[src/hdl/vec_defines.svh]
/* Vector coprocessor sizes: lanes, element width, register count and queue depth */

`ifndef VEC_DEFINES_SVH
`define VEC_DEFINES_SVH

// Parallel lanes, any power of two up to 16
`define VEC_NR_LANES 4

// Element width in bits
`define VEC_ELEN 32

// Architectural vector registers
`define VEC_NR_VREGS 8

// Elements of one register held by each lane
// (16 elements spread over the lanes)
`define VEC_ROWS (16 / `VEC_NR_LANES)

// Host request and response queues
`define VEC_FIFO_DEPTH 4

`endif

[src/hdl/vec_pkg.sv]
/* Shared types of the vector coprocessor: elements, register numbers, opcodes and the
   host request and response formats */

`default_nettype none

`include "vec_defines.svh"

package vec_pkg;

  // One vector element
  typedef logic [`VEC_ELEN-1:0] elen_t;

  // Vector register number
  typedef logic [$clog2(`VEC_NR_VREGS)-1:0] vreg_idx_t;

  // Supported operations
  typedef enum logic [2:0] {
    OP_VID     = 3'd0,
    OP_VMV_VX  = 3'd1,
    OP_VADD    = 3'd2,
    OP_VXOR    = 3'd3,
    OP_VREDSUM = 3'd4
  } vec_op_e;

  // Instruction as sent by the host and broadcast to the lanes
  // vs1 only matters for vadd and vxor, vs2 not for vid and vmv.v.x
  typedef struct packed {
    vec_op_e   op;
    vreg_idx_t vd;
    vreg_idx_t vs1;
    vreg_idx_t vs2;
    elen_t     scalar;
  } acc_req_t;

  // Scalar answer, zero unless the instruction was a reduction
  typedef struct packed {
    elen_t result;
  } acc_resp_t;

endpackage : vec_pkg

`default_nettype wire

[src/hdl/vec_reduce.sv]
/* Two-stage pipelined adder tree that folds the lanes' partial sums and the scalar */

`timescale 1ns/10ps
`default_nettype none

`include "vec_defines.svh"

module vec_reduce import vec_pkg::*; (
  input  logic                      clk_i,
  input  logic                      rst_n_i,
  // From the lanes
  input  elen_t [`VEC_NR_LANES-1:0] partial_sum_i,
  input  logic                      partial_valid_i,
  input  elen_t                     scalar_i,
  // To the sequencer
  output elen_t                     red_sum_o,
  output logic                      red_valid_o
);

  localparam int unsigned NR_PAIRS = `VEC_NR_LANES / 2;

  elen_t [NR_PAIRS-1:0] pair_q;
  elen_t                scalar_q;
  logic                 stage1_valid_q;
  logic                 stage2_valid_q;
  elen_t                total;

  // Second stage sum of the pairs and the scalar
  always_comb begin
    total = scalar_q;
    for (int p = 0; p < NR_PAIRS; p++) begin
      total = total + pair_q[p];
    end
  end

  assign red_valid_o = stage2_valid_q;

  always_ff @(posedge clk_i or negedge rst_n_i) begin
    if (!rst_n_i) begin
      stage1_valid_q <= 1'b0;
      stage2_valid_q <= 1'b0;
    end else begin
      stage1_valid_q <= partial_valid_i;
      stage2_valid_q <= stage1_valid_q;
    end
  end

  always_ff @(posedge clk_i) begin
    // Stage 1, neighbouring lanes added in pairs
    if (partial_valid_i) begin
      for (int p = 0; p < NR_PAIRS; p++) begin
        pair_q[p] <= partial_sum_i[2*p] + partial_sum_i[2*p+1];
      end
      scalar_q <= scalar_i;
    end
    // Stage 2
    if (stage1_valid_q) begin
      red_sum_o <= total;
    end
  end

endmodule : vec_reduce

`default_nettype wire

[config.mk]
export PLATFORM = sky130hd
export DESIGN_NAME = vec_reduce
export DESIGN_NICKNAME = d
export VERILOG_FILES = /design/src/hdl/vec_pkg.sv /design/src/hdl/vec_reduce.sv
export VERILOG_INCLUDE_DIRS = /design/src /design/src/hdl
export SDC_FILE = /design/constraint.sdc
export NUM_CORES = 1
export LEC_CHECK = 0
export BUFFER_PORTS_ARGS = -buffer_cell sky130_fd_sc_hd__buf_4
export CORE_MARGIN = 4
export CORE_UTILIZATION = 45
export CTS_BUF_LIST = sky130_fd_sc_hd__clkbuf_4 sky130_fd_sc_hd__clkbuf_8
export CTS_CLUSTER_SIZE = 20
export DETAILED_ROUTE_END_ITERATION = 6
export MAX_ROUTING_LAYER = met4
export PLACE_DENSITY = 0.79
export SYNTH_ARGS = -nofsm -noshare
export SYNTH_HDL_FRONTEND = slang
export SYNTH_SLANG_ARGS = --single-unit
[constraint.sdc]
create_clock -name clk_i -period 10.5 [get_ports clk_i]
set_clock_uncertainty 0.15 [all_clocks]
set_input_delay 2.1 -clock clk_i [delete_from_list [all_inputs] [get_ports clk_i]]
set_output_delay 2.1 -clock clk_i [all_outputs]
set_load 0.02 [all_outputs]
**Word level (Yosys, flattened, before mapping)**

Index checks and enable logic that the tools add are counted.

- Register bits after elaboration: 130
- Output and inout bits: 33
- Word-level logic and storage cells: 10

- Add/sub/neg operators: 4

Operators with widths:

| operator | count |
|---|---|
| $add A32 B32 Y32 | 4 |

**Longest topological paths before layout**

- Depth in word-level cells: 2
- Mapped depth: 13
- Depth with buffers taken out: 13

**Worst setup path before layout**

Ideal clock, no wire load.

- Kind: input port to flip-flop
- Start: in partial_sum_i[0] (netlist name)
- End: reg pair_q[30] (netlist name) (data pin)
- Cell stages on the path: 9
- Arrival: 4.323 ns
- Path slack: 5.766 ns
- Setup time: 0.261 ns
- Cells stage by stage: ha_1 fa_1 a21o_1 a311oi_1 or4_4 a221oi_2 o32a_2 and3_1 a311o_1

- Cells in the longest elaborated chain, start to end: 1

RTL lines:

| item | RTL line | RTL |
|---|---|---|
| from (decl) | vec_reduce.sv:12 | `` input elen_t [`VEC_NR_LANES-1:0] partial_sum_i, `` |
| $add A32 B32 Y32 | vec_reduce.sv:52 | `pair_q[p] <= partial_sum_i[2*p] + partial_sum_i[2*p+1];` |
| to (signal, indexed assignment) | vec_reduce.sv:52 |  |
| to (decl) | vec_reduce.sv:22 | `elen_t [NR_PAIRS-1:0] pair_q;` |

Every way passes these cells.
A chain may end at the register's enable or synchronous reset.

**Worst setup path after layout**

- Start: in partial_sum_i[64] (netlist name)
- End: reg pair_q[54] (netlist name) (data pin)

Same word-level chain as after synthesis.

==> results.md <==
* Post-synth EDFFs at 128
* Vias at 7471
* Most frequent cell after synthesis: edfxtp_1
* H-tree Lvls at 4
* Clk buf depth at 2
* PD cells at 205 nW/um^2
* Worst Hold Depth at 0
* Vias per Instance at 5.59
* DRC viols at 0
* Crit path launch type: primary input
* Layout area overhead at 23.1%
* Sw Ratio at 0.378
* Period utilisation layout at 0.452
* DR pass1 iterations at 5
* RePlAce Congestion at around 0.96
* Leakage at 4.93 nW
* WP data required at 10.53 ns
* FF-to-FF path depth at 10
* Post-CTS Setup Bufs at 0
* # setup viols final at 0
* Worst slew pin tran at 0.984 ns
* Fin nets at 1343
* Starting DRT DRC Count at 355
* Maxcap violations at 0
* Setup TNS at 0 ns
* P_int at 1.47 mW
* Worst vdd ir at 76.0 uV
* Hold Crit Start: stage1_valid_q
* Clk Latency, worst-skew pair at 0.45 ns
* DP Area at 11200 sq um
* P_sw at 0.894 mW
* Final Hold Vio Count at 0
* Post-cts hold buffer count at 0
* CP arrival at 4.78 ns
* Number of synthesized register bits at 130
* Hold slack at about 0.31 ns
* Largest net degree at the start of global routing at 83
* Die Area at 23300 sq um
* Num ports at approximately 200
* Cell accounting for the most synthesized area: edfxtp_1
* FF+latch area at 3890 sq um
* Reg2reg end: red_sum_o[25]
* Die H at 153 um
* PortBufs at approximately 200
* CTS tree: done
* Synth area leaders: edfxtp_1 (41%), ha_1 (12%), fa_1 (7.2%), xnor2_1 (5.1%), a21oi_1 (5.1%)
* Crit. End Element: flop
* Maximum clock rate at 211 MHz
* WL/cell at 17.6 um
* Ys async rst share at 0.0154
* Number of global-route vias before repair at 7451
* Avg Synthesized Cell Area at 11.1 sq um
* Post-synthesis sequential area ratio at 0.414
* Post-synth top cells: edfxtp_1 (128), a21oi_1 (96), ha_1 (92), nand2_1 (57), xnor2_1 (55)
* Initial Utilization at 0.461
* Area of the multi-input gates at 5340 sq um
* Global route total overflow at 0
* Crit path max fanout at 4
* RSZ-0062 raised after global routing: no
* Post-route ant nets at 0
* Main synth FF type: edfxtp_1
* Crit path time final at 4.75 ns
* Clk pwr share at 0.181
* WHS Endpoint: red_valid_o
* Hpwl dp at 19.3 mm
* Hold crit path type: flop to flop
* First-pass GRT wire length at 37.6 mm
* Non-Filler Instances at roughly 1300
* N_diodes at 0
* Synth warnings at 0
* # rows at between 50 and 60
* Placed cell count at 1305
* Synth Net Count at 1139
* Clock Tree Root: clkbuf_8
* Final wirelength at ~23 mm
* Synth top area share at 0.409
* Fill cells at 1727
* Post-route cell area at 11600 sq um
* Share of power burned in registers at 0.340
* Initial antenna violation count at 0
* Outcome: finished, final reports clean
* Gate Count Post-Synth at 850
* Share of cells above drive strength 1 at 0.230
* TritonCTS buffer count at 17
* Slew HR at 0.344
* Synth cell types at 59
* Comb pwr share at 0.480
* Worst reg2reg setup slack at 6.75 ns
* Max-slew violations at 0
* Core area at 20400 sq um
* Clock transition at the registers of the reported paths at 0.08 ns
* GRT Resource Usage Total at 0.205
* Crit path kind: primary input to flop
* Synth Cell Area at about 9400 sq um
* Origin of the critical flop-to-flop path: pair_q[1]
* Sink Count at 130
* Die W at 153 um
* Post-cts gate resize count at 0
[layout by cell type, fill, tap and decap left out, types with 7 or more instances in the layout]
master | netlist | final
ha_1 | 92 | 92
o21a_1 | 9 | 9
nor3_1 | 11 | 11
a21oi_1 | 96 | 96
a211oi_1 | 12 | 12
o21ai_0 | 36 | 36
o21bai_1 | 24 | 24
clkbuf_8 | 0 | 19
o211ai_1 | 7 | 7
fa_1 | 34 | 34
nor2_1 | 39 | 39
xor2_1 | 30 | 30
a31o_2 | 7 | 7
nand2_1 | 57 | 57
a31oi_1 | 8 | 8
xnor2_1 | 55 | 55
inv_1 | 31 | 31
nand4_1 | 13 | 13
a21o_1 | 49 | 49
and3_1 | 10 | 10
nand3_1 | 13 | 13
edfxtp_1 | 128 | 128
buf_4 | 0 | 197
[layer usage]
metal | routed length [um] | global-route usage | vias up
li1 | - | - | 3671
met1 | 10600 | 0.275 | 3476
met2 | 11100 | 0.328 | 288
met3 | 1380 | 0.0307 | 36
met4 | 362 | 0.0577 | 0
met5 | 0 | - | -
[registers in the layout, indices dropped and copies added (netlist names)]
register,count
pair_q,64
red_valid_o,1
red_sum_o,32
stage1_valid_q,1
scalar_q,32
[power by group through the flow]
stage / logic (mW) / clock network [mW] / registers [mW]
4_1_cts: 1.13 / 0.435 / 0.807
3_5_place_dp: 1.12 / 0 / 0.819
3_3_place_gp: 1.10 / 0 / 0.814
2_1_floorplan: 0.703 / 0 / 0.888
6_report: 1.14 / 0.427 / 0.804
5_1_grt: 1.26 / 0.458 / 0.818
[how the worst max path moves through the flow]
stage / start / end / slack, ns / cells past startpoint
floorplan: partial_sum_i[0] / pair_q[30] / 5.77 / 9
global placement: partial_sum_i[0] / pair_q[30] / 5.41 / 10
detailed placement: partial_sum_i[64] / pair_q[54] / 5.37 / 11
CTS: partial_sum_i[64] / pair_q[54] / 5.83 / 11
global route: partial_sum_i[64] / pair_q[54] / 5.54 / 11
finish: partial_sum_i[64] / pair_q[54] / 5.75 / 11
[metrics by stage]
stage	worst slack, ns	power [mW]	utilization
2_1_floorplan	5.77	1.59	-
3_3_place_gp	5.41	1.92	0.548
3_5_place_dp	5.37	1.94	0.548
4_1_cts	5.83	2.37	0.568
5_1_grt	5.54	2.54	0.568
6_report	5.75	2.37	0.568
[logic make-up (layout without fill, tap and decap cells)]
logic type      Yosys count  after routing  share of synthesized area
fa+ha+maj               126            126                      0.195
flops                   130            130                      0.414
compound gates          293            293                      0.205
simple gates            173            173                     0.0888
buf+inv                  43            260                     0.0173
xor+xnor                 85             85                     0.0792
[worst max-delay path: stages]
cell      delay, ns
buf_4          0.11
ha_1           0.23
fa_1           0.44
a211oi_1       0.23
nor2_1         0.12
o41ai_2        0.55
o21ai_0        0.30
a21oi_1        0.22
and2_1         0.21
o21ai_0        0.11
xor2_1         0.16
[cell type report]
cell class / count / share of cell area
clock buffers: 20 / 0.0233
clock inverters: 12 / 0.0116
inverters: 31 / 0.0101
multi-input cells: 677 / 0.462
flip-flops and latches: 130 / 0.337
well taps: 270 / 0.0292
repair buffers: 197 / 0.128
No activity file was read; power rests on OpenSTA's default activity.
