--- config.mk ---
export PLATFORM = sky130hd
export DESIGN_NAME = vec_lane
export DESIGN_NICKNAME = d
export VERILOG_FILES = /design/src/hdl/vec_pkg.sv /design/src/hdl/vec_lane.sv
export VERILOG_INCLUDE_DIRS = /design/src /design/src/hdl
export SDC_FILE = /design/constraint.sdc
export NUM_CORES = 2
export LEC_CHECK = 0
export BUFFER_PORTS_ARGS = -buffer_cell sky130_fd_sc_hd__buf_2
export CAP_MARGIN = 20
export CORE_MARGIN = 5
export CORE_UTILIZATION = 58
export CTS_CLUSTER_SIZE = 30
export DETAILED_ROUTE_END_ITERATION = 7
export PLACE_DENSITY_LB_ADDON = 0.2
export SETUP_SLACK_MARGIN = 0.05
export SLEW_MARGIN = 25
export SYNTH_ARGS = -nofsm -noshare
export SYNTH_HDL_FRONTEND = slang
export SYNTH_SLANG_ARGS = --single-unit
--- constraint.sdc ---
create_clock -name clk_i -period 5.5 [get_ports clk_i]
set_input_delay 1.1 -clock clk_i [delete_from_list [all_inputs] [get_ports clk_i]]
set_output_delay 1.1 -clock clk_i [all_outputs]
set_load 0.01 [all_outputs]
--- src/hdl/vec_defines.svh ---
/* Vector coprocessor sizes: lanes, element width, register count and queue depth */

`ifndef VEC_DEFINES_SVH
`define VEC_DEFINES_SVH

// Parallel lanes, any power of two up to 16
`define VEC_NR_LANES 4

// Element width in bits
`define VEC_ELEN 32

// Architectural vector registers
`define VEC_NR_VREGS 8

// Elements of one register held by each lane
// (16 elements spread over the lanes)
`define VEC_ROWS (16 / `VEC_NR_LANES)

// Host request and response queues
`define VEC_FIFO_DEPTH 4

`endif

--- src/hdl/vec_pkg.sv ---
/* Shared types of the vector coprocessor: elements, register numbers, opcodes and the
   host request and response formats */

`default_nettype none

`include "vec_defines.svh"

package vec_pkg;

  // One vector element
  typedef logic [`VEC_ELEN-1:0] elen_t;

  // Vector register number
  typedef logic [$clog2(`VEC_NR_VREGS)-1:0] vreg_idx_t;

  // Supported operations
  typedef enum logic [2:0] {
    OP_VID     = 3'd0,
    OP_VMV_VX  = 3'd1,
    OP_VADD    = 3'd2,
    OP_VXOR    = 3'd3,
    OP_VREDSUM = 3'd4
  } vec_op_e;

  // Instruction as sent by the host and broadcast to the lanes
  // vs1 only matters for vadd and vxor, vs2 not for vid and vmv.v.x
  typedef struct packed {
    vec_op_e   op;
    vreg_idx_t vd;
    vreg_idx_t vs1;
    vreg_idx_t vs2;
    elen_t     scalar;
  } acc_req_t;

  // Scalar answer, zero unless the instruction was a reduction
  typedef struct packed {
    elen_t result;
  } acc_resp_t;

endpackage : vec_pkg

`default_nettype wire

--- src/hdl/vec_lane.sv ---
/* Vector lane: register-file slice, row loop, ALU and partial sum for reductions */

`timescale 1ns/10ps
`default_nettype none

`include "vec_defines.svh"

module vec_lane import vec_pkg::*; #(
  parameter int unsigned LANE_ID = 0
) (
  input  logic     clk_i,
  input  logic     rst_n_i,
  // Broadcast from the sequencer
  input  acc_req_t pe_req_i,
  input  logic     pe_req_valid_i,
  output logic     pe_done_o,
  // To the reduction tree
  output elen_t    partial_sum_o,
  output logic     partial_valid_o
);

  localparam int unsigned ROW_W = (`VEC_ROWS > 1) ? $clog2(`VEC_ROWS) : 1;

  elen_t            vrf_q [`VEC_NR_VREGS][`VEC_ROWS];
  acc_req_t         req_q;
  logic             busy_q;
  logic [ROW_W-1:0] row_q;
  elen_t            acc_q;
  elen_t            op_a;
  elen_t            op_b;
  elen_t            result;
  logic             last_row;
  logic             wr_en;

  ////////////////////
  // Datapath
  ////////////////////

  assign op_a     = vrf_q[req_q.vs1][row_q];
  assign op_b     = vrf_q[req_q.vs2][row_q];
  assign last_row = (row_q == ROW_W'(`VEC_ROWS - 1));
  assign wr_en    = busy_q & (req_q.op != OP_VREDSUM);

  always_comb begin
    case (req_q.op)
      // Element number is row * lanes + lane
      OP_VID:    result = elen_t'(row_q) * elen_t'(`VEC_NR_LANES) + elen_t'(LANE_ID);
      OP_VMV_VX: result = req_q.scalar;
      OP_VADD:   result = op_a + op_b;
      OP_VXOR:   result = op_a ^ op_b;
      default:   result = '0;
    endcase
  end

  // Last row is folded in on the fly, so the sum is ready with done
  assign pe_done_o       = busy_q & last_row;
  assign partial_valid_o = pe_done_o & (req_q.op == OP_VREDSUM);
  assign partial_sum_o   = acc_q + op_b;

  ////////////////////
  // Row loop
  ////////////////////

  always_ff @(posedge clk_i or negedge rst_n_i) begin
    if (!rst_n_i) begin
      busy_q <= 1'b0;
      row_q  <= '0;
    end else if (pe_req_valid_i) begin
      busy_q <= 1'b1;
      row_q  <= '0;
    end else if (busy_q) begin
      busy_q <= ~last_row;
      row_q  <= last_row ? '0 : row_q + 1'b1;
    end
  end

  always_ff @(posedge clk_i) begin
    if (pe_req_valid_i) begin
      req_q <= pe_req_i;
      acc_q <= '0;
    end else if (busy_q) begin
      acc_q <= acc_q + op_b;
    end
  end

  // Register slice, cleared to zero on reset
  always_ff @(posedge clk_i or negedge rst_n_i) begin
    if (!rst_n_i) begin
      for (int r = 0; r < `VEC_NR_VREGS; r++) begin
        for (int w = 0; w < `VEC_ROWS; w++) begin
          vrf_q[r][w] <= '0;
        end
      end
    end else if (wr_en) begin
      vrf_q[req_q.vd][row_q] <= result;
    end
  end

endmodule : vec_lane

`default_nettype wire

# After elaboration in Yosys (flattened, before gate mapping)
# Index checks and enable logic that the tools add are counted.
# W data, S select, Z words.
# totals
output_inout_bits,34
register_bits,1103
wordCells,91
input_bits,47
# op_classes
eq_ne,6
bitwise,9
add_sub_neg,3
n_lt_le_gt_ge,6
muxes,23
n_reduce_logical,4
# ops
op,n
$bwmux W1024,1
$bmux W128 S3,2
$mux W128,5
$demux W128 S3,1
$mux W32,5
$bmux W32 S2,2
$pmux W32 S4,1
$add A32 B32 Y32,2
$demux W32 S2,1
$xor A32 B32 Y32,1
$ge A4 B4 Y1 const B,3
$not A3 Y4,3
$eq A3 B2 Y1 const B,2
$mux W2,3
$lt A4 B1 Y1 const B,1
$and A1 B1 Y1,3
$eq A3 B1 Y1 const B,1
$eq A3 B3 Y1 const B,1
$ge A3 B3 Y1 const B,1
$logic_not A3 Y1,1
$lt A3 B1 Y1 const B,1
$ne A3 B3 Y1 const B,1
$not A2 Y3,1
$add A2 B1 Y2 const B,1
other kinds (5),7

# Logic depth before layout (Yosys ltp)
# depth
ltp_word,10
ltp_mapped,21
mapped_depth_nobuf,16

# Worst setup path after synthesis
# Ideal clock, no wire load.
# synth_path
path_kind,register -> output
start,reg req_q[32] (netlist bit)
end,out partial_sum_o[30]
path_slack_ps,-345
path_buffers,3
required_ps,4400
path_stages_with_launch,20
arrival_ps,4745
cell_sequence,edfxtp_1 > clkbuf_1 > clkbuf_1 > buf_1 > mux4_2 > mux4_2 > nand2_1 > nand2_1 > ha_1 > inv_1 > fa_1 > nor2b_1 > o31a_1 > o2111ai_1 > and3_1 > o21ba_2 > o21ai_0 > a41oi_1 > nor2b_1 > xnor2_1
# synth_via
elab_chain_cells,8
# synth_lines
item,line,source
start: declaration,vec_lane.sv:25,acc_req_t req_q;
start signal: assignment,vec_lane.sv:79,req_q <= pe_req_i;
$not A3 Y4 (not written as such),vec_lane.sv:40,assign op_b = vrf_q[req_q.vs2][row_q];
$bmux W128 S3,vec_lane.sv:40,
$mux W128 (not written as such) (2 in a row),vec_lane.sv:40,
$bmux W32 S2,vec_lane.sv:40,
$mux W32 (not written as such) (2 in a row),vec_lane.sv:40,
$add A32 B32 Y32,vec_lane.sv:58,assign partial_sum_o = acc_q + op_b;
end: declaration,vec_lane.sv:18,"output elen_t partial_sum_o,"
# Every way passes these cells. The select of a mux whose other input is x is not followed.

# Worst setup path in the final report
# layout_path
start,reg req_q[32] (netlist bit)
end,out partial_sum_o[28]
# The elaborated chain is that of the path after synthesis.

==> results.ini <==
[sta]
period_share_pct=111.4
unrepaired_setup_endpoints_after_global_routing=yes
achievable-frequency_mhz=163.2
setup-violations-final=24
tightestPinTransition_ns=1.154
report.final.slew_viol_count=0
report.final.hold_viol_count=0
post-route-worst-setup-slack_ns=-0.6260
timing.final.crit_period_ns=6.126
worst_clock_skew_ns=0.01960
worst_slew_margin_rel_pct=23.08
finalSetupTns_ns=-7.806

[synth]
yosys.cell_count.top_type=sky130_fd_sc_hd__nand2_1
synth_nets=5285
post_synth_and_or_nand_nor_area_fraction_pct=10.03
synth_top_family_by_area=multiplexers
synthesis.yosys.warnings=0
yosys.area_share.xor_xnor_pct=0.6127
synth-compound-area-share_pct=11.85
postSynthAreaPerCell_sq_um=11.34
asyncSetResetFlopFracSynth_pct=93.11
ys_dominant_reg_cell=sky130_fd_sc_hd__dfrtp_1
synthCells=5170
post_synth_most_frequent_cells=sky130_fd_sc_hd__nand2_1, sky130_fd_sc_hd__dfrtp_1, sky130_fd_sc_hd__o21ai_0
synthDominantAreaCellType=sky130_fd_sc_hd__dfrtp_1
post-synth-top-area-fraction_pct=43.85
ys_seq_elements=1103
netlist_top_cells_area=sky130_fd_sc_hd__dfrtp_1, sky130_fd_sc_hd__mux4_2, sky130_fd_sc_hd__o21ai_0
synth_mux_area_share_pct=25.47
mappedNetlistArea_sq_mm=0.05861
number_of_flops_mapped_to_enable_cells_by_yosys=44
synth.distinct_cells=70
synth_seq_area_share_pct=47.20
synth_adder_area_share_pct=1.477

[setup_path]
critical_path.top_delay_family=buffers and inverters
crit_path_cell_trace=buf_6 -> buf_12 -> buf_16 -> buf_12 -> bufbuf_16 -> mux4_2 -> mux4_2 -> nand2_1 -> nand2_4 -> ha_1 -> a21oi_2 -> o21ai_1 -> a21oi_4 -> o21ai_4 -> buf_4 -> buf_6 -> a211oi_4 -> nor2_2 -> buf_2
worstPathBufferInverterCount=8
worst_setup_path_end_kind=output port
highest_fanout_seen_on_the_critical_path=6
critical-path-max-stage-delay_ns=0.51
worstPathArrival_ns=5.03
kind_of_critical_path=reg2out
critical_path.startpoint_type=flop
worstPathRequired_ns=4.40
cpMaxStageDelayCell=sky130_fd_sc_hd__mux4_2

[outcome]
failing_checks=design-rule violations, negative setup slack
status=finished with violations

[layout]
area_delta_synth_final_pct=15.85
drive_above_1_share_pct=27.12
num-nets-final=5303
final-instance-count-excl-fill=6579
antenna_cell_count=0

[clocking]
tritoncts_clock_tree=built
cts-hold-fix-buffers=0
clock-root-buffer=sky130_fd_sc_hd__clkbuf_16
clock-sinks=1103
cts-buffers-inserted=114
cts.reportedPaths.clkPinSlew_ns=0.06
clock_tree.buffer_depth=3
htreeDepth=3
worstSkewPairLatency_ns=0.72

[drt]
drt-wirelength-per-cell_microns=28.39
detail-route-antenna-nets=0
drt-vias-per-instance=6.831
detail_route.first_pass.iterations=8
drc=1
vias=44940
routed_wirelength_microns=186800
detail_route.iter0.violations=5799

[die]
chipHeight_microns=327.9
fp-row-count=116
fp.dieW_microns=327.9
core_area_sq_mm=0.1001
die_area_sq_mm=0.1075
floorplan.io_pins=81
start_util_pct=58.52

[global_routing]
grt_util_all_layers_pct=34.76
grt_pass1_wl_microns=281300
grt.overflow.total=0
number_of_global_route_vias_before_repair=44390
antenna_violations_before_repair=2
pin_count_of_the_biggest_net_entering_global_routing=136

[pwr]
power_switching_share_pct=34.08
clkPwrFrac_pct=27.8
power_report.internal_total_mw=19.61
finalPower_mw=29.75
power_density_mw_per_mm2=438.2
net_switching_power_of_the_design_mw=10.14
power_frac_seq_pct=38.8
maximum_vdd_ir_drop_v=0.0003153
total_leakage_power_nw=29.16
p_comb_share_pct=33.4

[placed_design]
port_buffers=80
dpl.cell_count=6301
dpl.hpwl_microns=104700
globalplace.congestion=0.9206

[hold_path]
timing.hold.worst.class=in2async

[run]
max_cap_violations=0

[what timing repair did]
| action | CTS | global route |
|---|---|---|
| setup buffers | 43 | 17 |
| pin swaps | 56 | 34 |
| gates resized for setup | 201 | 72 |
| endpoints found under the setup margin | 84 | 188 |
| endpoints found under the hold margin | 0 | 0 |
| cloned | 13 | 3 |
[metal layers]
metal / part of all wire [%] / global-route usage [%] / vias to the layer above
li1: - / - / 18930
met1: 38 / 48.79 / 22820
met2: 45 / 52.29 / 2679
met3: 12 / 9.215 / 518
met4: 4.6 / 14.85 / 4
met5: 0.016 / 0 / -
[power by group through the flow]
stage,combinational (mW),clock [mW],sequential (mW)
after global placement,8.64,0,11.5
after global routing,10.7,8.66,11.7
final,9.94,8.26,11.5
after detailed placement,8.89,0,11.6
after CTS,9.44,8.31,11.5
after floorplan,6.03,0,11.0
[registers in the layout, indices dropped and copies added (netlist names)]
signal  flops
req_q      44
row_q       2
acc_q      32
vrf_q    1024
busy_q      1
[stage by stage]
| step | hold slack, ns | util (%) | setup slack, ns | area [sq um] |
|---|---|---|---|---|
| final | 0.4236 | 67.80 | -0.6260 | 67900 |
| after global routing | 0.4879 | 67.80 | -0.7048 | 67900 |
| after CTS | 0.4560 | 67.14 | -0.5143 | 67240 |
| after detailed placement | 0.4823 | 61.54 | -0.2556 | 61630 |
| after global placement | 0.4714 | 61.54 | -0.2521 | 61630 |
| after floorplan | 0.4565 | - | 0.04900 | 58650 |
[logic make-up after synthesis]
group / after synthesis
AND/OR/NAND/NOR: 1496
AO/OA/AOI/OAI: 1256
flip-flops: 1103
multiplexers: 691
buffers and inverters: 515
adder cells (fa/ha/maj): 68
XOR/XNOR: 41
[path summary, 6_finish.rpt]
path | depth (start not counted) | end | startpoint | slack, ns
hold reg to reg | 2 | vrf_q[726] | vrf_q[726] | 0.50
min in group clk_i | 2 | vrf_q[726] | vrf_q[726] | 0.50
hold / removal | 1 | vrf_q[222] | rst_n_i | 0.42
setup reg to reg | 23 | vrf_q[409] | req_q[32] | 0.12
setup / recovery | 19 | partial_sum_o[28] | req_q[32] | -0.63
max in group asynchronous | 2 | vrf_q[943] | rst_n_i | 3.80
[cell usage in the layout (no fill, tap or decap), types with 25 or more instances in the layout]
master,count
sky130_fd_sc_hd__buf_4,208
sky130_fd_sc_hd__buf_2,72
sky130_fd_sc_hd__mux2i_1,38
sky130_fd_sc_hd__o21ai_0,958
sky130_fd_sc_hd__buf_6,28
sky130_fd_sc_hd__ha_1,45
sky130_fd_sc_hd__nor2_1,110
sky130_fd_sc_hd__clkbuf_16,121
sky130_fd_sc_hd__buf_12,65
sky130_fd_sc_hd__nand2_1,1204
sky130_fd_sc_hd__a21oi_1,43
sky130_fd_sc_hd__mux4_2,638
sky130_fd_sc_hd__dfxtp_1,32
sky130_fd_sc_hd__dfrtp_1,1024
sky130_fd_sc_hd__nand2_4,33
sky130_fd_sc_hd__o31ai_1,67
sky130_fd_sc_hd__edfxtp_1,44
sky130_fd_sc_hd__a22o_1,50
sky130_fd_sc_hd__clkbuf_1,28
sky130_fd_sc_hd__nand2_2,25
[cell type report]
type                            instances  area, sq um
Fill cell                            6962        32250
Sequential cell                      1103        27670
Clock inverter                         44        659.4
Multi-Input combinational cell       3552        30420
Tap cell                             1298         1624
Timing Repair Buffer                  394         4106
Clock buffer                          165         3319
Inverter                               23        95.09
(Power assumes the default switching activity.)
