[config.mk]
export PLATFORM = sky130hd
export DESIGN_NAME = vec_dispatcher
export DESIGN_NICKNAME = d
export VERILOG_FILES = /design/src/hdl/vec_pkg.sv /design/src/hdl/vec_fifo.sv /design/src/hdl/vec_dispatcher.sv
export VERILOG_INCLUDE_DIRS = /design/src /design/src/hdl
export SDC_FILE = /design/constraint.sdc
export NUM_CORES = 1
export LEC_CHECK = 0
export BUFFER_PORTS_ARGS = -buffer_cell sky130_fd_sc_hd__buf_2
export CAP_MARGIN = 20
export CELL_PAD_IN_SITES_DETAIL_PLACEMENT = 1
export CELL_PAD_IN_SITES_GLOBAL_PLACEMENT = 2
export CORE_MARGIN = 10
export CORE_UTILIZATION = 45
export CTS_CLUSTER_DIAMETER = 120
export DETAILED_ROUTE_END_ITERATION = 16
export GPL_TIMING_DRIVEN = 0
export PLACE_DENSITY = 0.84
export SLEW_MARGIN = 0
export SYNTH_ARGS = -nofsm -noshare
export SYNTH_HDL_FRONTEND = slang
export SYNTH_SLANG_ARGS = --single-unit
[constraint.sdc]
create_clock -name clk_i -period 2.5 [get_ports clk_i]
set_input_delay 0.5 -clock clk_i [delete_from_list [all_inputs] [get_ports clk_i]]
set_output_delay 0.5 -clock clk_i [all_outputs]
set_load 0.01 [all_outputs]
[src/hdl/vec_defines.svh]
/* Vector coprocessor sizes: lanes, element width, register count and queue depth */

`ifndef VEC_DEFINES_SVH
`define VEC_DEFINES_SVH

// Parallel lanes, any power of two up to 16
`define VEC_NR_LANES 4

// Element width in bits
`define VEC_ELEN 32

// Architectural vector registers
`define VEC_NR_VREGS 8

// Elements of one register held by each lane
// (16 elements spread over the lanes)
`define VEC_ROWS (16 / `VEC_NR_LANES)

// Host request and response queues
`define VEC_FIFO_DEPTH 4

`endif

[src/hdl/vec_pkg.sv]
/* Shared types of the vector coprocessor: elements, register numbers, opcodes and the
   host request and response formats */

`default_nettype none

`include "vec_defines.svh"

package vec_pkg;

  // One vector element
  typedef logic [`VEC_ELEN-1:0] elen_t;

  // Vector register number
  typedef logic [$clog2(`VEC_NR_VREGS)-1:0] vreg_idx_t;

  // Supported operations
  typedef enum logic [2:0] {
    OP_VID     = 3'd0,
    OP_VMV_VX  = 3'd1,
    OP_VADD    = 3'd2,
    OP_VXOR    = 3'd3,
    OP_VREDSUM = 3'd4
  } vec_op_e;

  // Instruction as sent by the host and broadcast to the lanes
  // vs1 only matters for vadd and vxor, vs2 not for vid and vmv.v.x
  typedef struct packed {
    vec_op_e   op;
    vreg_idx_t vd;
    vreg_idx_t vs1;
    vreg_idx_t vs2;
    elen_t     scalar;
  } acc_req_t;

  // Scalar answer, zero unless the instruction was a reduction
  typedef struct packed {
    elen_t result;
  } acc_resp_t;

endpackage : vec_pkg

`default_nettype wire

[src/hdl/vec_fifo.sv]
/* Small synchronous FIFO on a circular buffer, payload type set by parameter */

`timescale 1ns/10ps
`default_nettype none

module vec_fifo #(
  parameter type         T     = logic,
  parameter int unsigned DEPTH = 4
) (
  input  logic clk_i,
  input  logic rst_n_i,
  // Write side
  input  logic push_i,
  input  T     data_i,
  output logic full_o,
  // Read side
  input  logic pop_i,
  output T     data_o,
  output logic empty_o
);

  localparam int unsigned PTR_W = (DEPTH > 1) ? $clog2(DEPTH) : 1;
  localparam int unsigned CNT_W = $clog2(DEPTH + 1);

  T                 mem_q [DEPTH];
  logic [PTR_W-1:0] wr_ptr_q;
  logic [PTR_W-1:0] rd_ptr_q;
  logic [CNT_W-1:0] cnt_q;
  logic             push;
  logic             pop;

  // Push when full and pop when empty are dropped
  assign full_o  = (cnt_q == CNT_W'(DEPTH));
  assign empty_o = (cnt_q == '0);
  assign push    = push_i & ~full_o;
  assign pop     = pop_i & ~empty_o;
  assign data_o  = mem_q[rd_ptr_q];

  always_ff @(posedge clk_i) begin
    if (push) begin
      mem_q[wr_ptr_q] <= data_i;
    end
  end

  always_ff @(posedge clk_i or negedge rst_n_i) begin
    if (!rst_n_i) begin
      wr_ptr_q <= '0;
      rd_ptr_q <= '0;
      cnt_q    <= '0;
    end else begin
      if (push) begin
        wr_ptr_q <= (wr_ptr_q == PTR_W'(DEPTH - 1)) ? '0 : wr_ptr_q + 1'b1;
      end
      if (pop) begin
        rd_ptr_q <= (rd_ptr_q == PTR_W'(DEPTH - 1)) ? '0 : rd_ptr_q + 1'b1;
      end
      case ({push, pop})
        2'b10:   cnt_q <= cnt_q + 1'b1;
        2'b01:   cnt_q <= cnt_q - 1'b1;
        default: cnt_q <= cnt_q;
      endcase
    end
  end

endmodule : vec_fifo

`default_nettype wire

[src/hdl/vec_dispatcher.sv]
/* Dispatcher: queues host requests for the sequencer and finished responses for the host */

`timescale 1ns/10ps
`default_nettype none

`include "vec_defines.svh"

module vec_dispatcher import vec_pkg::*; (
  input  logic      clk_i,
  input  logic      rst_n_i,
  // Host request port
  input  acc_req_t  acc_req_i,
  input  logic      acc_req_valid_i,
  output logic      acc_req_ready_o,
  // Host response port
  output acc_resp_t acc_resp_o,
  output logic      acc_resp_valid_o,
  input  logic      acc_resp_ready_i,
  // Sequencer side
  output acc_req_t  insn_o,
  output logic      insn_valid_o,
  input  logic      insn_ready_i,
  input  acc_resp_t resp_i,
  input  logic      resp_valid_i,
  output logic      resp_room_o
);

  logic req_full;
  logic req_empty;
  logic req_pop;
  logic resp_full;
  logic resp_empty;
  logic resp_pop;

  ////////////////////
  // Request queue
  ////////////////////

  // Ready depends on queue space only
  assign acc_req_ready_o = ~req_full;
  assign insn_valid_o    = ~req_empty;
  assign req_pop         = insn_valid_o & insn_ready_i;

  vec_fifo #(
    .T    (acc_req_t      ),
    .DEPTH(`VEC_FIFO_DEPTH)
  ) u_req_fifo (
    .clk_i  (clk_i          ),
    .rst_n_i(rst_n_i        ),
    .push_i (acc_req_valid_i),
    .data_i (acc_req_i      ),
    .full_o (req_full       ),
    .pop_i  (req_pop        ),
    .data_o (insn_o         ),
    .empty_o(req_empty      )
  );

  ////////////////////
  // Response queue
  ////////////////////

  // Head entry stays put until the host takes it
  assign acc_resp_valid_o = ~resp_empty;
  assign resp_pop         = acc_resp_valid_o & acc_resp_ready_i;
  assign resp_room_o      = ~resp_full;

  vec_fifo #(
    .T    (acc_resp_t     ),
    .DEPTH(`VEC_FIFO_DEPTH)
  ) u_resp_fifo (
    .clk_i  (clk_i       ),
    .rst_n_i(rst_n_i     ),
    .push_i (resp_valid_i),
    .data_i (resp_i      ),
    .full_o (resp_full   ),
    .pop_i  (resp_pop    ),
    .data_o (acc_resp_o  ),
    .empty_o(resp_empty  )
  );

endmodule : vec_dispatcher

`default_nettype wire

# After elaboration in Yosys (flattened, before gate mapping)
# Memories as Yosys holds them, arrays and structs flattened.
# Index checks and enable logic that the tools add are counted.
# op_classes
add_sub_neg	8
mul	0
n_div	0
magnitude_cmp	0
eq_ne	10
n_shift	0
mux	10
n_bitwise	10
n_reduce_logical	4
# op_table
op	count
equality test 2 bit, second input constant	6
case mux 3 bit (2 select lines)	2
adder 2 x 1 -> 2 bit, second input constant	4
2-to-1 mux 2 bit	4
adder 3 x 1 -> 3 bit, second input constant	2
AND 1 bit	6
equality test 3 bit, second input constant	2
logical NOT 3 bit	2
subtractor 3 x 1 -> 3 bit, second input constant	2
equality test 2 x 1 -> 1 bit, second input constant	2
2-to-1 mux 1 bit	4
inverter 1 bit	4
nonzero test 2 bit	2
# totals
register_bits	14
latchBits	0
ramBits	304
mem_bits_ro	0
input_bits	82
out_inout_bits	80
word_cells	50
memories	2
# memory_table
name	words	width	read_ports	rd_ports_with_merged_regs	wr	line	source
u_req_fifo.mem_q	4	44	1	0	1	vec_fifo.sv:25	T mem_q [DEPTH];
u_resp_fifo.mem_q	4	32	1	0	1	vec_fifo.sv:25	

# Longest topological paths before layout
# logic_depth
depth_word	6
depth_mapped	9
mapped_depth_nobuf	9

# Hierarchy
# From an unflattened synthesis, not the netlist that was laid out.
# unflattened
hier_cells	484
hier_area_um2	12005.3
# by_module_without_submodules
module	n_inst	cells_each	area_per_inst_um2	seq_area_each_um2
vec_fifo (u_req_fifo)	1	270	6861.6	5460.2
vec_fifo (u_resp_fifo)	1	208	5116.2	4018.9
vec_dispatcher	1	6	27.5	0.0

# Worst setup path before layout
# No wires, ideal clock.
# synth_path
kind	register to register
from	register u_req_fifo.cnt_q[0]
to	register u_req_fifo.cnt_q[2]
setup_ps	79
arrival_time_ps	2071
t_required_ps	2421
setup_slack_ps	350
stages_incl_launch_ff	10
path_buffers	0
synth_period_minus_slack_ps	2150
cell_sequence	dfrtp_1 > or3b_4 > and2_4 > inv_1 > ha_1 > inv_1 > fa_1 > xor2_1 > nor2_1 > xor2_1
# synth_via
elab_cells_between_ends	13
classes_between	2 x add/sub; 3 x eq/ne; 1 x mux; 5 x bitwise; 2 x reduce/logical
# synth_rtl
element	line	source
start, declared	vec_fifo.sv:28	logic [CNT_W-1:0] cnt_q;
start signal, assigned	vec_fifo.sv:58	2'b10: cnt_q <= cnt_q + 1'b1;
start signal, assigned	vec_fifo.sv:59	2'b01: cnt_q <= cnt_q - 1'b1;
start signal, assigned	vec_fifo.sv:60	default: cnt_q <= cnt_q;
equality test 3 bit (*)	vec_fifo.sv:33	assign full_o = (cnt_q == CNT_W'(DEPTH));
inverter 1 bit (*)	--	
named net acc_req_ready_o	vec_dispatcher.sv:14	output logic acc_req_ready_o,
AND 1 bit (*)	vec_fifo.sv:35	assign push = push_i & ~full_o;
equality test 2 x 1 -> 1 bit / equality test 2 bit (equally long branches)	vec_fifo.sv:57	case ({push, pop})
case mux 3 bit (2 select lines) / nonzero test 2 bit (equally long branches)	--	
# Mark *: on every way through the listed nets, which the timed path passes. The rest lies on a longest branch.
# A chain may end at the register's enable or synchronous reset.

==> run summary <==
Mapped Area -> 11,900 um^2
Synth warnings -> 0
Worst Max-Slew Pin Slew -> 0.912 ns
Area leader, netlist -> edfxtp_1
# IOs -> 162
Worst Setup Slack, final -> 0.0689 ns
TritonCTS Buffers -> 34
Final Setup Violations -> 0
CTS tree -> built
Root buffer cell -> clkbuf_16
Clk buf depth -> 3
Most used cell, CP -> buf_2
Synth unique cells -> 22
Drt pass-1 iters -> 4
Cell Rows -> 59
Via density -> 5.30
Status -> finished, final reports clean
Clock-pin slew on the worst setup and hold paths -> 0.06 ns
Top cell type's share of synthesized area -> 77.0%
Die width -> 182 um
Tcrit/Tclk final -> 97.2%
Ratio of cells with drive above 1 in the final layout -> 46.9%
RSZ-0062 raised after global routing -> true
Clk_lat worst skew -> 0.49 ns
Vias in the first global route -> 6,442
Clk sinks -> 318
Cell Area, Placed -> 13,200 um^2
Final Skew -> 0.0187 ns
Vias -> 5,545
Sequential fraction of the synthesis area -> 79.9%
Drt drc -> 0
Data required time of the critical path -> 2.00 ns
Pre-CTS setup slack -> 0.209 ns
Tot GR Track Use -> 14.6%
Leakage -> 5.05 nW
Post-route setup TNS -> 0 ns
Slew Limit Fails -> 0
Initial DRC count -> 255
Max cap viols -> 0
Worst path cell trace -> buf_2, buf_2, mux4_2, buf_2
Final design utilization -> 55.2%
Clock share of power -> 25.9%
Min-delay worst type -> primary input to flip-flop
Critical Path AT -> 1.93 ns
Max-slew headroom -> 39.2%
Final Cell Area -> 14,300 um^2
Reg power frac -> 42.4%
Crit end category -> output port
Min Clock Period, post-route -> 2.43 ns
Port Buf Inserts -> 161
P_int -> 12.4 mW
Final hold vios -> 0
CP peak stage delay -> 0.37 ns
Core Region -> 26,000 um^2
Power per standard cell area -> 1220 nW/um^2
Critical path's slowest cell -> mux4_2
Critical Path Source Type -> flip-flop
Switching part of the total -> 29.1%
H-tree depth -> 2
Average wire per standard cell -> 23.3 um
Yosys reg bits -> 318
Syn Area/Cell -> 24.8 um^2
Top post-synthesis cells by area -> edfxtp_1 77%, mux4_2 14%, dfrtp_1 3.0%
Post-DP HPWL -> 16.8 mm
Detail Route Antenna Nets -> 0
Fmax achieved -> 411 MHz
Comb pwr share -> 31.7%
Synth Net Count -> 575
Largest net degree at the start of global routing -> 34
# nets final -> 783
GRT Residual Overflow -> 0
Sw power -> 5.07 mW
Initial antenna violation count -> 5
Worst Path Max Fanout -> 10
Maximum VDD drop -> 723 uV
Initial core utilization -> 45.6%
Cell count after synthesis -> 479
First-pass GRT wire length -> 37.9 mm
Gp weighted congestion -> 0.732
Die Y-Extent -> 182 um
Synthesis-to-finish area growth -> 20.9%
Crit path kind -> flip-flop to output port
Die area -> 33,200 um^2
Final WL -> 24.4 mm
## logic make-up (layout without fill, tap and decap cells)
logic type / Yosys count / count (layout) / share of synthesized area [%]
buffers and inverters: 32 / 259 / 1.30
AND/OR/NAND/NOR: 23 / 23 / 1.26
XOR/XNOR: 6 / 6 / 0.443
flip-flops: 318 / 318 / 79.9
multiplexers: 85 / 85 / 15.4
adder cells (fa/ha/maj): 14 / 14 / 1.60
other: 0 / 5 / 0
AO/OA/AOI/OAI: 1 / 1 / 0.0422
## power by group through the flow
stage,Clock (mW),Combinational (mW),Sequential (mW)
after global routing,4.88,6.05,7.49
after global placement,0,5.17,7.41
after CTS,4.65,5.54,7.40
final,4.51,5.52,7.39
after detailed placement,0,5.40,7.51
after floorplan,0,3.40,7.35
## layout make-up
class                      count  area (um^2)
antenna                        5         12.5
buffer                        18          209
fill                        2273        11600
inverter                      14         52.6
clock inverter                12         93.8
multi-input combinational    129         2220
tap                          335          419
clock buffer                  43          906
sequential                   318         9480
timing repair buffer         172          941
## cell usage in the layout, fill, tap and decap left out
| cell type | n |
|---|---|
| xor2_1 | 4 |
| diode_2 | 5 |
| nor2_1 | 6 |
| or3b_4 | 2 |
| nand2_1 | 3 |
| xnor2_1 | 2 |
| fa_1 | 2 |
| buf_12 | 10 |
| buf_2 | 168 |
| inv_6 | 1 |
| ha_1 | 12 |
| mux2_2 | 4 |
| clkbuf_1 | 8 |
| clkinv_1 | 3 |
| mux2_4 | 4 |
| clkinv_2 | 4 |
| and2_4 | 2 |
| inv_1 | 14 |
| mux2i_1 | 1 |
| clkinv_4 | 1 |
| dfrtp_1 | 14 |
| clkbuf_2 | 1 |
| o21ai_0 | 1 |
| buf_8 | 2 |
| clkbuf_4 | 1 |
| bufinv_16 | 1 |
| buf_6 | 1 |
| mux4_2 | 76 |
| clkbuf_16 | 35 |
| buf_4 | 6 |
| clkinvlp_4 | 2 |
| or3_2 | 2 |
| and3_2 | 8 |
| edfxtp_1 | 304 |
| dlygate4sd3_1 | 1 |
## worst paths after layout
path / slack (ns) / endpoint / start / cells after the start
setup / recovery: 0.07 / insn_o[14] / u_req_fifo.rd_ptr_q[1] / 4
hold / removal: 0.22 / u_resp_fifo.mem_q[3][7] / resp_i[7] / 1
setup reg to reg: 0.21 / u_req_fifo.cnt_q[2] / u_req_fifo.cnt_q[0] / 9
hold reg to reg: 0.49 / u_req_fifo.cnt_q[2] / u_req_fifo.cnt_q[2] / 1
max in group asynchronous: 1.78 / u_req_fifo.cnt_q[2] / rst_n_i / 2
min in group asynchronous: 0.45 / u_req_fifo.wr_ptr_q[1] / rst_n_i / 2
## worst max-delay path: cells and delay by family, from the launching register on
family,cells,cell delay [ns]
flip-flops,1,0.36
buffers and inverters,3,0.72
multiplexers,1,0.37
## per-stage QoR
stage	hold WS [ns]	total power [mW]	instances
6_report	0.220	17.4	1046
5_1_grt	0.201	18.4	1041
4_1_cts	0.190	17.6	1035
3_5_place_dp	0.427	12.9	979
3_3_place_gp	0.420	12.6	975
2_1_floorplan	0.204	10.7	479
## state kept, by name, indices dropped and copies added, names as in the netlist
name and flops:
u_resp_fifo.mem_q 128, u_resp_fifo.rd_ptr_q 2, u_resp_fifo.wr_ptr_q 2, u_req_fifo.wr_ptr_q 2, u_resp_fifo.cnt_q 3, u_req_fifo.mem_q 176, u_req_fifo.cnt_q 3, u_req_fifo.rd_ptr_q 2
## Yosys cell counts (all sizes together)
cell / instances
and2: 2
and3: 8
buf: 15
clkbuf: 3
dfrtp: 14
edfxtp: 304
fa: 2
ha: 12
inv: 14
mux2: 8
mux2i: 1
mux4: 76
nand2: 3
nor2: 6
o21ai: 1
or3: 2
or3b: 2
xnor2: 2
xor2: 4
## per-layer routing
layer,global-route usage (%),vias up,share of wire (%)
li1,-,2423,-
met1,16.5,2887,38
met4,3.25,4,1.6
met3,5.38,37,8.8
met5,0,-,0.086
met2,25.7,194,52
## what timing repair did
item,CTS,global route
setup endpoints to repair,66,66
hold buffers,1,0
endpoints found under the hold margin,14,0
buffers inserted,0,6
pin swaps,0,0
resized for setup,21,12
(Power assumes the default switching activity.)
